## config.mk

```make
export PLATFORM = sky130hd
export DESIGN_NAME = spi_avmm_bridge
export DESIGN_NICKNAME = d
export VERILOG_FILES = /design/src/source/avmm_pkg.sv /design/src/source/spi_pkg.sv /design/src/source/avmm_master_port.sv /design/src/source/spi_avmm_bridge.sv /design/src/source/spi_frame_decode.sv /design/src/source/spi_rx_shift.sv /design/src/source/spi_tx_shift.sv
export SDC_FILE = /design/constraint.sdc
export NUM_CORES = 1
export LEC_CHECK = 0
export ABC_AREA = 1
export BUFFER_PORTS_ARGS = -buffer_cell sky130_fd_sc_hd__clkbuf_2
export CORE_ASPECT_RATIO = 0.75
export CORE_MARGIN = 4
export CORE_UTILIZATION = 62
export CTS_CLUSTER_SIZE = 10
export DETAILED_ROUTE_END_ITERATION = 10
export PLACE_DENSITY = 0.84
export SETUP_SLACK_MARGIN = 0.1
export SYNTH_ARGS = -nofsm -noshare
export SYNTH_HDL_FRONTEND = slang
export SYNTH_HIERARCHICAL = 1
export SYNTH_SLANG_ARGS = --single-unit
```

## constraint.sdc

```tcl
create_clock -name i_avmm_clk -period 4.64 [get_ports i_avmm_clk]
set_clock_uncertainty 0.05 [all_clocks]
set_input_delay 0.696 -clock i_avmm_clk [delete_from_list [all_inputs] [get_ports i_avmm_clk]]
set_output_delay 0.696 -clock i_avmm_clk [all_outputs]
set_load 0.01 [all_outputs]
```

## src/source/avmm_pkg.sv

```systemverilog
// Avalon-MM side definitions for the SPI to Avalon-MM bridge
//   Address and data widths of the host port
//   Request struct from the frame decoder
//   Response struct with captured read data

package avmm_pkg;

   localparam int AVMM_ADDR_W = 17;  // Word address
   localparam int AVMM_DATA_W = 32;

   // One-cycle strobe, write or read set, never both
   typedef struct packed {
      logic                   write;
      logic                   read;
      logic [AVMM_ADDR_W-1:0] addr;
      logic [AVMM_DATA_W-1:0] wdata;
   } avmm_req_t;

   // vld pulses one cycle after rdatavalid
   typedef struct packed {
      logic                   vld;
      logic [AVMM_DATA_W-1:0] rdata;
   } avmm_rsp_t;

endpackage

```

## src/source/spi_pkg.sv

```systemverilog
// SPI side definitions for the SPI to Avalon-MM bridge
//   Frame layout constants for the three byte header and data words
//   Per-cycle serial event passed from the receive stage

package spi_pkg;

   ////////////////////////////////////////////////////////////////////////////
   // Frame layout
   ////////////////////////////////////////////////////////////////////////////

   localparam int SPI_HDR_BYTES     = 3;  // Command/addr[16], addr[15:8], addr[7:0]
   localparam int SPI_WORD_BYTES    = 4;  // One 32-bit word, MSB first
   localparam int SPI_CMD_WRITE_BIT = 7;  // Header byte 0, 1 = write

   ////////////////////////////////////////////////////////////////////////////
   // Serial event from the receive stage
   ////////////////////////////////////////////////////////////////////////////

   // All fields are registered and valid every cycle.
   // Pulses last one cycle of the oversampling clock.
   typedef struct packed {
      logic       sel;          // ss_n low after sync
      logic       frame_start;  // ss_n fell
      logic       frame_end;    // ss_n rose
      logic       sclk_fall;    // Falling sclk while selected
      logic       byte_vld;     // Eighth rising edge seen
      logic [7:0] data;         // Completed byte
   } spi_evt_t;

endpackage

```

## src/source/avmm_master_port.sv

```systemverilog
// Avalon-MM host port
//   Turns request strobes into a held write or read command
//   Keeps address and data stable while waitrequest is high
//   Captures read data on rdatavalid into the response

`timescale 1ns/1ps

module avmm_master_port (
   input  logic                                 i_avmm_clk,
   input  logic                                 i_rst_n,
   input  avmm_pkg::avmm_req_t                  i_req,
   input  logic                                 i_avmm_waitreq,
   input  logic                                 i_avmm_rdatavld,
   input  logic [avmm_pkg::AVMM_DATA_W-1:0]     i_avmm_rdata,
   output logic                                 o_avmm_write,
   output logic                                 o_avmm_read,
   output logic [avmm_pkg::AVMM_ADDR_W-1:0]     o_avmm_addr,
   output logic [avmm_pkg::AVMM_DATA_W-1:0]     o_avmm_wdata,
   output logic [avmm_pkg::AVMM_DATA_W/8-1:0]   o_avmm_byte_en,
   output avmm_pkg::avmm_rsp_t                  o_rsp
);
   import avmm_pkg::*;

   localparam int BE_W = AVMM_DATA_W / 8;

   logic                   req_new;
   logic                   cmd_wr_q;
   logic                   cmd_rd_q;
   logic                   cmd_active;
   logic [AVMM_ADDR_W-1:0] addr_q;
   logic [AVMM_DATA_W-1:0] wdata_q;
   logic                   rsp_vld_q;
   logic [AVMM_DATA_W-1:0] rdata_q;

   assign req_new    = i_req.write | i_req.read;
   assign cmd_active = cmd_wr_q | cmd_rd_q;

   // Command held until a cycle with waitrequest low
   always_ff @(posedge i_avmm_clk) begin
      if (!i_rst_n) begin
         cmd_wr_q  <= 1'b0;
         cmd_rd_q  <= 1'b0;
         rsp_vld_q <= 1'b0;
      end else begin
         if (req_new) begin
            cmd_wr_q <= i_req.write;
            cmd_rd_q <= i_req.read;
         end else if (!i_avmm_waitreq) begin
            cmd_wr_q <= 1'b0;                // Accepted
            cmd_rd_q <= 1'b0;
         end
         rsp_vld_q <= i_avmm_rdatavld;
      end
   end

   always_ff @(posedge i_avmm_clk) begin
      if (req_new) begin
         addr_q  <= i_req.addr;
         wdata_q <= i_req.wdata;
      end
      if (i_avmm_rdatavld) begin
         rdata_q <= i_avmm_rdata;
      end
   end

   assign o_avmm_write   = cmd_wr_q;
   assign o_avmm_read    = cmd_rd_q;
   assign o_avmm_addr    = addr_q;
   assign o_avmm_wdata   = wdata_q;
   assign o_avmm_byte_en = {BE_W{cmd_active}};  // Word accesses only

   assign o_rsp = '{vld: rsp_vld_q, rdata: rdata_q};

endmodule

```

## src/source/spi_avmm_bridge.sv

```systemverilog
// SPI target to Avalon-MM host bridge, top level
//   Receive, frame decode, Avalon port and transmit stages
//   Single clock, sclk is oversampled on the Avalon clock

`timescale 1ns/1ps

module spi_avmm_bridge #(
   parameter int SYNC_STAGES = 2
) (
   input  logic                               i_avmm_clk,
   input  logic                               i_rst_n,
   // SPI target, mode 0
   input  logic                               i_sclk,
   input  logic                               i_ss_n,
   input  logic                               i_mosi,
   output logic                               o_miso,
   // Avalon-MM host
   output logic                               o_avmm_write,
   output logic                               o_avmm_read,
   output logic [avmm_pkg::AVMM_ADDR_W-1:0]   o_avmm_addr,
   output logic [avmm_pkg::AVMM_DATA_W-1:0]   o_avmm_wdata,
   output logic [avmm_pkg::AVMM_DATA_W/8-1:0] o_avmm_byte_en,
   input  logic                               i_avmm_waitreq,
   input  logic                               i_avmm_rdatavld,
   input  logic [avmm_pkg::AVMM_DATA_W-1:0]   i_avmm_rdata
);
   import spi_pkg::*;
   import avmm_pkg::*;

   spi_evt_t  spi_evt;
   avmm_req_t avmm_req;
   avmm_rsp_t avmm_rsp;
   logic      tx_arm;

   spi_rx_shift #(
      .SYNC_STAGES (SYNC_STAGES)
   ) u_spi_rx_shift (
      .i_avmm_clk (i_avmm_clk),
      .i_rst_n    (i_rst_n),
      .i_sclk     (i_sclk),
      .i_ss_n     (i_ss_n),
      .i_mosi     (i_mosi),
      .o_evt      (spi_evt)
   );

   spi_frame_decode u_spi_frame_decode (
      .i_avmm_clk (i_avmm_clk),
      .i_rst_n    (i_rst_n),
      .i_evt      (spi_evt),
      .o_req      (avmm_req),
      .o_tx_arm   (tx_arm)
   );

   avmm_master_port u_avmm_master_port (
      .i_avmm_clk      (i_avmm_clk),
      .i_rst_n         (i_rst_n),
      .i_req           (avmm_req),
      .i_avmm_waitreq  (i_avmm_waitreq),
      .i_avmm_rdatavld (i_avmm_rdatavld),
      .i_avmm_rdata    (i_avmm_rdata),
      .o_avmm_write    (o_avmm_write),
      .o_avmm_read     (o_avmm_read),
      .o_avmm_addr     (o_avmm_addr),
      .o_avmm_wdata    (o_avmm_wdata),
      .o_avmm_byte_en  (o_avmm_byte_en),
      .o_rsp           (avmm_rsp)
   );

   spi_tx_shift u_spi_tx_shift (
      .i_avmm_clk (i_avmm_clk),
      .i_rst_n    (i_rst_n),
      .i_evt      (spi_evt),
      .i_rsp      (avmm_rsp),
      .i_tx_arm   (tx_arm),
      .o_miso     (o_miso)
   );

endmodule

```

## src/source/spi_frame_decode.sv

```systemverilog
// SPI frame decoder
//   Parses the three byte header into command bit and word address
//   Collects four bytes per write word and issues one write per word
//   Issues the read after the header and arms transmit after turnaround

`timescale 1ns/1ps

module spi_frame_decode (
   input  logic                i_avmm_clk,
   input  logic                i_rst_n,
   input  spi_pkg::spi_evt_t   i_evt,
   output avmm_pkg::avmm_req_t o_req,
   output logic                o_tx_arm
);
   import spi_pkg::*;
   import avmm_pkg::*;

   localparam logic [1:0] HDR_LAST  = 2'(SPI_HDR_BYTES - 1);
   localparam logic [1:0] WORD_LAST = 2'(SPI_WORD_BYTES - 1);

   logic                   frame_clr;
   logic                   in_hdr;     // Header bytes still expected
   logic [1:0]             hdr_cnt;
   logic [1:0]             wbyte_cnt;  // Bytes of the current write word
   logic                   cmd_wr;
   logic                   ta_wait;    // Read frame, turnaround byte pending
   logic                   req_wr;
   logic                   req_rd;
   logic                   tx_arm;
   logic [AVMM_ADDR_W-1:0] addr_q;
   logic [AVMM_DATA_W-1:0] wdata_q;

   assign frame_clr = i_evt.frame_start | i_evt.frame_end;

   ////////////////////////////////////////////////////////////////////////////
   // Frame sequencing
   ////////////////////////////////////////////////////////////////////////////

   always_ff @(posedge i_avmm_clk) begin
      if (!i_rst_n) begin
         in_hdr    <= 1'b1;
         hdr_cnt   <= '0;
         wbyte_cnt <= '0;
         cmd_wr    <= 1'b0;
         ta_wait   <= 1'b0;
         req_wr    <= 1'b0;
         req_rd    <= 1'b0;
         tx_arm    <= 1'b0;
      end else begin
         req_wr <= 1'b0;
         req_rd <= 1'b0;
         tx_arm <= 1'b0;

         if (frame_clr) begin
            // A partial word is simply forgotten here
            in_hdr    <= 1'b1;
            hdr_cnt   <= '0;
            wbyte_cnt <= '0;
            ta_wait   <= 1'b0;
         end else if (i_evt.byte_vld) begin
            if (in_hdr) begin
               hdr_cnt <= hdr_cnt + 2'd1;
               if (hdr_cnt == 2'd0) begin
                  cmd_wr <= i_evt.data[SPI_CMD_WRITE_BIT];
               end
               if (hdr_cnt == HDR_LAST) begin
                  in_hdr  <= 1'b0;
                  req_rd  <= ~cmd_wr;
                  ta_wait <= ~cmd_wr;
               end
            end else if (cmd_wr) begin
               wbyte_cnt <= wbyte_cnt + 2'd1;
               req_wr    <= (wbyte_cnt == WORD_LAST);
            end else if (ta_wait) begin
               ta_wait <= 1'b0;
               tx_arm  <= 1'b1;
            end
         end
      end
   end

   ////////////////////////////////////////////////////////////////////////////
   // Address and write data
   ////////////////////////////////////////////////////////////////////////////

   always_ff @(posedge i_avmm_clk) begin
      if (req_wr) begin
         addr_q <= addr_q + AVMM_ADDR_W'(1);  // Next word of the burst
      end
      if (i_evt.byte_vld && in_hdr) begin
         case (hdr_cnt)
            2'd0:    addr_q[AVMM_ADDR_W-1] <= i_evt.data[0];
            2'd1:    addr_q[15:8] <= i_evt.data;
            default: addr_q[7:0] <= i_evt.data;
         endcase
      end
      if (i_evt.byte_vld && !in_hdr && cmd_wr) begin
         wdata_q <= {wdata_q[AVMM_DATA_W-9:0], i_evt.data};  // MSB first
      end
   end

   assign o_req = '{write: req_wr,
                    read:  req_rd,
                    addr:  addr_q,
                    wdata: wdata_q};

   assign o_tx_arm = tx_arm;

endmodule

```

## src/source/spi_rx_shift.sv

```systemverilog
// SPI receive stage
//   Synchronizes sclk, ss_n and mosi onto the Avalon clock
//   Detects sclk and ss_n edges by comparison with the previous sample
//   Shifts MOSI in on rising sclk, mode 0 only, and reports each byte

`timescale 1ns/1ps

module spi_rx_shift #(
   parameter int SYNC_STAGES = 2
) (
   input  logic              i_avmm_clk,
   input  logic              i_rst_n,
   input  logic              i_sclk,
   input  logic              i_ss_n,
   input  logic              i_mosi,
   output spi_pkg::spi_evt_t o_evt
);
   import spi_pkg::*;

   localparam int MSB = SYNC_STAGES - 1;

   logic [MSB:0] sclk_sync;
   logic [MSB:0] ss_n_sync;
   logic [MSB:0] mosi_sync;
   logic         sclk_d;      // Previous synchronized sclk
   logic         ss_n_d;
   logic         sel;
   logic         sclk_rise;
   logic         sclk_fall;
   logic         ss_fall;
   logic         ss_rise;
   logic [2:0]   bit_cnt;
   logic [6:0]   shift_q;     // First seven bits of the byte
   logic [7:0]   data_q;
   logic         sel_q;
   logic         start_q;
   logic         end_q;
   logic         fall_q;
   logic         byte_q;

   assign sel       = ~ss_n_sync[MSB];
   assign sclk_rise = sel &  sclk_sync[MSB] & ~sclk_d;
   assign sclk_fall = sel & ~sclk_sync[MSB] &  sclk_d;
   assign ss_fall   = ~ss_n_sync[MSB] &  ss_n_d;
   assign ss_rise   =  ss_n_sync[MSB] & ~ss_n_d;

   always_ff @(posedge i_avmm_clk) begin
      if (!i_rst_n) begin
         sclk_sync <= '0;
         ss_n_sync <= '1;            // Deselected
         mosi_sync <= '0;
         sclk_d    <= 1'b0;
         ss_n_d    <= 1'b1;
         bit_cnt   <= '0;
         sel_q     <= 1'b0;
         start_q   <= 1'b0;
         end_q     <= 1'b0;
         fall_q    <= 1'b0;
         byte_q    <= 1'b0;
      end else begin
         sclk_sync <= {sclk_sync[MSB-1:0], i_sclk};
         ss_n_sync <= {ss_n_sync[MSB-1:0], i_ss_n};
         mosi_sync <= {mosi_sync[MSB-1:0], i_mosi};
         sclk_d    <= sclk_sync[MSB];
         ss_n_d    <= ss_n_sync[MSB];

         // Byte alignment restarts with every frame
         if (ss_fall) begin
            bit_cnt <= '0;
         end else if (sclk_rise) begin
            bit_cnt <= bit_cnt + 3'd1;
         end

         sel_q   <= sel;
         start_q <= ss_fall;
         end_q   <= ss_rise;
         fall_q  <= sclk_fall;
         byte_q  <= sclk_rise && (bit_cnt == 3'd7);
      end
   end

   // Serial data path
   always_ff @(posedge i_avmm_clk) begin
      if (sclk_rise) begin
         shift_q <= {shift_q[5:0], mosi_sync[MSB]};
         if (bit_cnt == 3'd7) begin
            data_q <= {shift_q, mosi_sync[MSB]};
         end
      end
   end

   assign o_evt = '{sel:         sel_q,
                    frame_start: start_q,
                    frame_end:   end_q,
                    sclk_fall:   fall_q,
                    byte_vld:    byte_q,
                    data:        data_q};

endmodule

```

## src/source/spi_tx_shift.sv

```systemverilog
// SPI transmit stage
//   Holds the word returned by the Avalon read
//   Shifts it onto MISO, MSB first, one bit per falling sclk
//   Returns MISO to 0 at frame end or after the last bit

`timescale 1ns/1ps

module spi_tx_shift (
   input  logic                i_avmm_clk,
   input  logic                i_rst_n,
   input  spi_pkg::spi_evt_t   i_evt,
   input  avmm_pkg::avmm_rsp_t i_rsp,
   input  logic                i_tx_arm,
   output logic                o_miso
);
   import avmm_pkg::*;

   localparam logic [5:0] LAST_BIT = 6'(AVMM_DATA_W);

   logic [AVMM_DATA_W-1:0] tx_word;  // Shifts left as bits go out
   logic [5:0]             bit_cnt;
   logic                   armed;
   logic                   miso_q;
   logic                   shift_en;

   assign shift_en = armed & i_evt.sclk_fall & (bit_cnt != LAST_BIT);

   always_ff @(posedge i_avmm_clk) begin
      if (!i_rst_n) begin
         armed   <= 1'b0;
         bit_cnt <= '0;
         miso_q  <= 1'b0;
      end else if (i_evt.frame_end || !i_evt.sel) begin
         armed  <= 1'b0;
         miso_q <= 1'b0;
      end else if (i_tx_arm) begin
         armed   <= 1'b1;
         bit_cnt <= '0;
      end else if (shift_en) begin
         miso_q  <= tx_word[AVMM_DATA_W-1];
         bit_cnt <= bit_cnt + 6'd1;
      end else if (armed && i_evt.sclk_fall) begin
         // Fall after bit 0, word is done
         armed  <= 1'b0;
         miso_q <= 1'b0;
      end
   end

   always_ff @(posedge i_avmm_clk) begin
      if (i_rsp.vld) begin
         tx_word <= i_rsp.rdata;
      end else if (shift_en) begin
         tx_word <= {tx_word[AVMM_DATA_W-2:0], 1'b0};
      end
   end

   assign o_miso = miso_q;

endmodule

```

==> out/metrics.cfg, run 1 <==
[detailed_routing]
firstDrtPassIters = 5
wire_per_inst_um = 16.6
drt-total-wl_um = 15300
ant_nets = 0
first_iter_violations = 412
routed_via_density = 5.38
drc = 0
vias = 4953

[clock_network]
ctsHtreeMaxLevel = 1
cts.sinks = 214
holdBufCountCts = 0
postCtsResizedCells = 0
cts_tree = yes
clock_latency_ns = 0.52
cts_buffers = 25
cts_setup_buffers = 0
cts-root-buf = clkbuf_16
clk_pin_slew_ns = 0.06
clockBufferDepth = 3

[sta]
fin_crit_ns = 2.48
min_period_over_period_pct = 53.6
setup_viol = 0
slew_headroom_pct = 30.0
fin_ws_ns = 2.16
tightest_slew_ns = 1.05
rsz0062_at_grt = no
max_freq_ghz = 0.402
maxSlewViolCount = 0
tns_ns = 0
hold_viol = 0

[logic_synthesis]
yosys_register_bits = 214
syn_avg_cell_area_um2 = 12.4
synth_cell_types = 31
yosys_warnings = 6
syn-cell-area_mm2 = 0.00787
synthesis.nets = 684
synthesis.instances = 636
synth-seq-area-share_pct = 74.8

[global_routing]
grt_overflow = 0
grt_pass1_vias = 4990
grt_first_pass_wirelength_um = 24500
antenna_found_initial = 0
grt_start_max_net_pins = 50
track_usage_pct = 20.9

[layout]
seq_area_mm2 = 0.00589
layout_commonest_cell = nand2_1
area.growth.synth_to_final_pct = 16.1
final_nets = 783
n_fill_cell = 743
antenna_cells = 0
stdcell_area_mm2 = 0.00913
layout_common_cells = nand2_1, edfxtp_1, clkbuf_2
multi_input_area_mm2 = 0.00160
layout-drive-gt1-share_pct = 19.6

[power_and_ir_drop]
vdd_drop_max_mv = 0.307
p_leak_uw = 0.00372
pwr_density_cell_mw_per_mm2 = 429

[setup_path]
arrival_ns = 2.50
start_kind = flop
critPathCapture = u_spi_tx_shift/tx_word[23]
ff2ff_path_depth = 3
required_ns = 4.65
setup.worst_path.end_class = flop
cp-startpoint = u_avmm_master_port/rsp_vld_q
cp_max_fo = 33
r2r_start = u_avmm_master_port/rsp_vld_q
reg2reg_slack_ns = 2.16
r2r_end = u_spi_tx_shift/tx_word[23]
crit_type = flop to flop

[placement]
dp_slack_ns = 1.79
place_congestion = 0.863
dp_hpwl_um = 9300
dpl_cell_area_mm2 = 0.00840
io_buffers = 94

[worst_hold_path]
hold_class = primary input to flop

[flow_run]
cap_violations = 0

[status]
outcome = finished clean

[floorplan]
io_pins = 95
die-area_mm2 = 0.0146
die_y_um = 106
fp.coreArea_mm2 = 0.0123
start_util_pct = 63.7
rows = 35
chipWidth_um = 138

==> routing by layer <==
metal | global-route usage, % | vias to the layer above | wire length, µm
li1 | - | 2313 | -
met1 | 26.6 | 2364 | 6250
met2 | 35.9 | 223 | 7620
met3 | 4.08 | 53 | 944
met4 | 7.69 | 0 | 503
met5 | 0 | - | 0
==> critical path, stage by stage (launching register included) <==
cell     delay, ns
dfxtp_1       0.29
buf_4         0.23
inv_1         0.74
nand2_2       0.69
==> cell usage after synthesis (all sizes together) <==
cell / n / area [µm²]
nand2: 173 / 672
nand4: 6 / 37.5
ha: 9 / 113
dfxtp: 54 / 1080
buf: 19 / 143
o22ai: 1 / 6.26
nor3: 8 / 40.0
xnor2: 3 / 26.3
o21bai: 2 / 15.0
clkbuf: 4 / 15.0
edfxtp: 160 / 4800
a21oi: 24 / 131
a31oi: 1 / 6.26
inv: 63 / 236
xor2: 5 / 43.8
or2: 3 / 18.8
nand3: 24 / 143
nor2: 64 / 268
o21ai: 12 / 60.1
a21boi: 1 / 7.51
==> cell families (layout without fill, tap and decap cells) <==
| family | Yosys count | in the layout | share of synthesized area [%] |
|---|---|---|---|
| compound gates | 41 | 41 | 2.88 |
| xor+xnor | 8 | 8 | 0.891 |
| fa+ha+maj | 9 | 9 | 1.43 |
| buf+inv | 86 | 204 | 5.01 |
| flops | 214 | 214 | 74.8 |
| simple gates | 278 | 278 | 15.0 |
==> final cells by class <==
class	count	share of cell area (%)
well taps	166	2.27
clock inverters	2	0.315
flip-flops and latches	214	64.5
inverters	63	2.59
repair buffers	95	5.23
multi-input cells	336	17.5
clock buffers	44	7.63
==> how the worst min path moves through the flow <==
stage                                      startpoint                              to  depth (start not counted)
final                                 i_avmm_rdata[4]   u_avmm_master_port/rdata_q[4]                          1
after global routing                 i_avmm_rdata[27]  u_avmm_master_port/rdata_q[27]                          1
after detailed placement  u_spi_rx_shift/ss_n_sync[0]     u_spi_rx_shift/ss_n_sync[1]                          1
after CTS                            i_avmm_rdata[18]  u_avmm_master_port/rdata_q[18]                          1
after floorplan           u_spi_rx_shift/mosi_sync[0]     u_spi_rx_shift/mosi_sync[1]                          2
after global placement    u_spi_rx_shift/ss_n_sync[0]     u_spi_rx_shift/ss_n_sync[1]                          1
==> where the power goes <==
group | total (µW) | leakage [µW] | internal (µW) | switching [µW]
combinational | 79.2 | 0.00150 | 26.0 | 53.1
sequential | 2110 | 0.00187 | 2090 | 15.2
clock | 1730 | 0.000344 | 1020 | 712
total | 3920 | 0.00372 | 3140 | 781
==> registers in the layout, summed over array words and instances, names as in the netlist, 7 cells and up <==
name	flops
u_spi_rx_shift/shift_q	7
u_avmm_master_port/o_avmm_addr	17
u_spi_rx_shift/data_q	8
u_spi_tx_shift/tx_word	32
u_avmm_master_port/rdata_q	32
u_spi_frame_decode/addr_q	17
u_spi_frame_decode/wdata_q	32
u_avmm_master_port/o_avmm_wdata	32
==> stage by stage <==
step	hold slack [ns]	power [µW]	instances	util [%]
floorplan	0.340	2180	636	-
global placement	0.347	2210	874	68.0
detailed placement	0.349	2220	874	68.0
CTS	0.294	3940	920	73.9
global route	0.294	4040	920	73.9
finish	0.306	3920	920	73.9
Note: power is estimated with default switching activity, not from simulation.
==> run 2: changes to the inputs <==
- CORE_UTILIZATION: 62 -> 57
- PLACE_DENSITY: 0.84 -> 0.78
- clock period: 4.64 -> 2.5 ns (I/O delays scaled with it)
==> out/metrics.cfg, run 2 (same netlist as run 1, synthesis figures left out) <==
[status]
outcome = finished clean

[clock_network]
cts-root-buf = clkbuf_16
clk_pin_slew_ns = 0.06
ctsHtreeMaxLevel = 1
cts_buffers = 25
cts_setup_buffers = 0
clock_latency_ns = 0.50
postCtsResizedCells = 0
cts_tree = yes
clockBufferDepth = 3
cts.sinks = 214

[floorplan]
chipWidth_um = 144
rows = 36
fp.coreArea_mm2 = 0.0132
die_y_um = 110
io_pins = 95
die-area_mm2 = 0.0158
start_util_pct = 59.4

[setup_path]
path_buf_inv = 3
arrival_ns = 1.90
cpPeakStageDelay_ns = 0.40
setup.worst_path.end_class = flop
start_kind = flop
required_ns = 2.60
crit_type = flop to flop
crit_chain = inv_1 -> ha_1 -> nand2_1 -> inv_1 -> nand3_2 -> nand2_2 -> nand2_1 -> buf_4
cp_slowest_cell = buf_4
cp_top_family = buffers and inverters
cp_max_fo = 32
reg2reg_slack_ns = 0.69

[detailed_routing]
drc = 0
first_iter_violations = 355
ant_nets = 0
vias = 4859
routed_via_density = 5.07
firstDrtPassIters = 5
drt-total-wl_um = 14800
wire_per_inst_um = 15.4

[layout]
final_nets = 816
layout_common_cells = nand2_1, edfxtp_1, clkbuf_2
area.growth.synth_to_final_pct = 20.0
layout-drive-gt1-share_pct = 19.1
layout_commonest_cell = nand2_1

[sta]
max_freq_ghz = 0.554
hold_viol = 0
maxSlewViolCount = 0
slew_headroom_pct = 40.3
tightest_slew_ns = 0.895
fin_ws_ns = 0.693
setup_viol = 0
tns_ns = 0
fin_crit_ns = 1.81
rsz0062_at_grt = no
min_period_over_period_pct = 72.3

[power_and_ir_drop]
p_leak_uw = 0.00385
finalPower_uw = 7220
vdd_drop_max_mv = 0.555
pwr_density_cell_mw_per_mm2 = 765

[placement]
dp_hpwl_um = 9290
dp_slack_ns = 0.711
io_buffers = 94
place_congestion = 0.877

[worst_hold_path]
hold_class = primary input to flop

[global_routing]
grt_overflow = 0
grt_first_pass_wirelength_um = 22800
antenna_found_initial = 0
grt_start_max_net_pins = 50
track_usage_pct = 18.6
grt_pass1_vias = 4683

[flow_run]
cap_violations = 0

==> run 2: timing repair <==
action / CTS / global route
hold buffers: 23 / 6
endpoints found under the hold margin: 23 / 6
setup endpoints to repair: 0 / 0
==> run 2: where the power goes <==
group / total, µW / internal, µW / switching [µW] / leakage, µW
logic: 179 / 78.5 / 101 / 0.00165
clock network: 3130 / 1870 / 1260 / 0.000335
registers: 3910 / 3880 / 25.5 / 0.00187
==> run 2: per-layer routing <==
| layer | vias up | routed length [µm] | track usage (%) | share of wire (%) |
|---|---|---|---|---|
| met5 | - | 0 | 0 | 0 |
| met4 | 0 | 354 | 6.12 | 2.4 |
| met3 | 31 | 1060 | 4.48 | 7.2 |
| met2 | 168 | 7510 | 31.9 | 51 |
| met1 | 2284 | 5870 | 23.5 | 40 |
| li1 | 2376 | - | - | - |
==> run 2: worst register-to-register path, cell delays in order (launching register included) <==
cell and delay (ns):
dfxtp_1 0.38, inv_1 0.08, ha_1 0.19, nand2_1 0.07
inv_1 0.05, nand3_2 0.08, nand2_2 0.08, nand2_1 0.07
buf_4 0.40
==> run 2: worst paths after layout <==
kind,endpoint,from,depth (start not counted)
max,u_spi_tx_shift/tx_word[24],u_spi_tx_shift/bit_cnt[0],8
min,u_avmm_master_port/rdata_q[23],i_avmm_rdata[23],1
max reg2reg,u_spi_tx_shift/tx_word[24],u_spi_tx_shift/bit_cnt[0],8
min reg2reg,u_spi_rx_shift/sclk_sync[1],u_spi_rx_shift/sclk_sync[0],2
==> run 2: cell type report <==
class                           instances  area, µm²
Antenna cell                            1       2.50
Clock buffer                           44        697
Clock inverter                          1       8.76
Fill cell                             881       3800
Inverter                               63        236
Multi-Input combinational cell        336       1600
Sequential cell                       214       5890
Tap cell                              171        214
Timing Repair Buffer                  128        798
==> run 2: through the flow <==
step                instances  instance area [µm²]  hold slack (ns)  util, %
global placement          883                 8440            0.346     63.7
floorplan                 636                 7870            0.340        -
finish                    958                 9440           0.0167     71.3
detailed placement        883                 8440            0.353     63.7
CTS                       951                 9380         0.000307     70.8
global route              957                 9440          0.00339     71.2
==> run 3: changes to the inputs <==
- clock period: 2.5 -> 1.7 ns (I/O delays scaled with it)
==> out/metrics.cfg, run 3 (same netlist as run 1, synthesis figures left out) <==
[global_routing]
use_met3_pct = 4.00
grtUsageMet2_pct = 35.1
track_usage_pct = 20.1
grt_pass1_vias = 4892
grt_first_pass_wirelength_um = 24600
antenna_found_initial = 0
grt_start_max_net_pins = 50
use_met1_pct = 25.3
top_usage_layer = met2
grt_overflow = 0

[floorplan]
io_pins = 95
chipWidth_um = 144
die-area_mm2 = 0.0158
fp.coreArea_mm2 = 0.0132
start_util_pct = 59.4
rows = 36
die_y_um = 110

[power_and_ir_drop]
pwr-share-comb_pct = 2.7
p_sw_uw = 2130
vdd_drop_max_mv = 0.853
cellInternalPower_uw = 8600
p_leak_uw = 0.00392
sw_frac_of_total_pct = 19.9
power_frac_seq_pct = 53.5
power_frac_clock_pct = 43.7
pwr_density_cell_mw_per_mm2 = 1110

[sta]
max_freq_ghz = 0.664
whs_ns = 0.0289
hold_viol = 0
min_period_over_period_pct = 88.5
slew_headroom_pct = 69.2
maxSlewViolCount = 0
fin_crit_ns = 1.51
rsz0062_at_grt = no
setup_viol = 0
tightest_slew_ns = 0.460
tns_ns = 0

[clock_network]
clock_latency_ns = 0.51
cts.sinks = 214
cts-root-buf = clkbuf_16
clockBufferDepth = 3
ctsHtreeMaxLevel = 1
cts_buffers = 25
clk_pin_slew_ns = 0.05
cts_tree = yes
cts_setup_buffers = 0

[setup_path]
ff2ff_path_depth = 11
setup.worst_path.end_class = output pin
r2r_start = u_spi_tx_shift/bit_cnt[0]
critPathCapture = o_avmm_byte_en[2]
start_kind = flop
cpPeakStageDelay_ns = 0.32
cp_max_fo = 4
cp_slowest_cell = dfxtp_1
arrival_ns = 1.20
reg2reg_slack_ns = 0.19
cp-startpoint = u_avmm_master_port/o_avmm_read
crit_type = flop to output pin
r2r_end = u_spi_tx_shift/bit_cnt[4]
required_ns = 1.39
crit_chain = or2_4 -> clkbuf_2

[placement]
place_congestion = 0.828
dp_hpwl_um = 9190
io_buffers = 94
dpl_cell_area_mm2 = 0.00851

[status]
outcome = finished clean

[layout]
layout_common_cells = nand2_1, edfxtp_1, clkbuf_2
final_nets = 828
area.growth.synth_to_final_pct = 22.4
antenna_cells = 0
multi_input_area_mm2 = 0.00165
layout_commonest_cell = nand2_1
utilization_pct = 72.7
stdcell_area_mm2 = 0.00963
seq_area_mm2 = 0.00589
layout-drive-gt1-share_pct = 20.2
n_fill_cell = 844

[detailed_routing]
wire_per_inst_um = 16.2
firstDrtPassIters = 5
drt-total-wl_um = 15700
routed_via_density = 5.18
vias = 5020
drc = 0
ant_nets = 0
first_iter_violations = 456

[flow_run]
cap_violations = 0

[worst_hold_path]
hold_class = primary input to flop

## run 3: cell count changes in the layout (fill, tap and decap cells not counted), moves of 2 or more
cell / before / now
buf_12: 0 / 2
buf_4: 5 / 7
dfxtp_1: 54 / 52
dfxtp_2: 0 / 2
dlygate4sd3_1: 29 / 36
nand2_1: 168 / 165
nand2_8: 0 / 2
## run 3: per-stage QoR
| stage | cells | setup slack, ns | power, µW |
|---|---|---|---|
| final | 970 | 0.195 | 10700 |
| after global routing | 970 | 0.102 | 11100 |
| after CTS | 969 | 0.108 | 10800 |
| after detailed placement | 887 | 0.0156 | 6060 |
| after global placement | 887 | 0.109 | 6040 |
| after floorplan | 636 | 0.0320 | 5960 |
## run 3: worst min-delay path by stage
stage	from	end	slack (ns)	depth (start not counted)
after floorplan	i_rst_n	u_avmm_master_port/rsp_vld_q	0.30	2
after global placement	u_spi_rx_shift/ss_n_sync[0]	u_spi_rx_shift/ss_n_sync[1]	0.35	1
after detailed placement	u_spi_rx_shift/ss_n_sync[0]	u_spi_rx_shift/ss_n_sync[1]	0.36	1
after CTS	i_rst_n	u_spi_rx_shift/mosi_sync[1]	0.02	3
after global routing	i_rst_n	u_spi_rx_shift/mosi_sync[1]	0.03	3
final	i_rst_n	u_spi_rx_shift/mosi_sync[1]	0.03	3
## run 3: what timing repair did
| item | CTS | global route |
|---|---|---|
| hold buffers | 36 | 0 |
| pin swaps | 0 | 1 |
| endpoints found under the setup margin | 32 | 47 |
| endpoints found under the hold margin | 37 | 0 |
| resized for setup | 1 | 7 |
| cloned | 0 | 1 |
## run 3: per-layer routing
| layer | wire length, µm | part of all wire, % | up-vias |
|---|---|---|---|
| met5 | 0 | 0 | - |
| met4 | 500 | 3.2 | 0 |
| met3 | 1010 | 6.4 | 41 |
| met2 | 7880 | 50 | 181 |
| met1 | 6350 | 40 | 2392 |
| li1 | - | - | 2406 |
## run 3: final cells by class
type,count,area share [%]
timing repair buffer,139,9.59
multi-input combinational,337,17.1
sequential,214,61.1
inverter,63,2.49
clock buffer,44,7.24
clock inverter,2,0.182
tap,171,2.22
## run 3: worst max-delay path, delay by kind of cell (launching register included)
kind          cells  cell delay [ns]
simple gates      1             0.26
flops             1             0.32
buf+inv           1             0.13
## run 3: power by group through the flow
stage | registers, µW | clock network [µW] | logic [µW]
after floorplan | 5840 | 0 | 120
after global placement | 5850 | 0 | 196
after detailed placement | 5850 | 0 | 208
after CTS | 5750 | 4730 | 280
after global routing | 5750 | 5030 | 326
final | 5750 | 4690 | 293
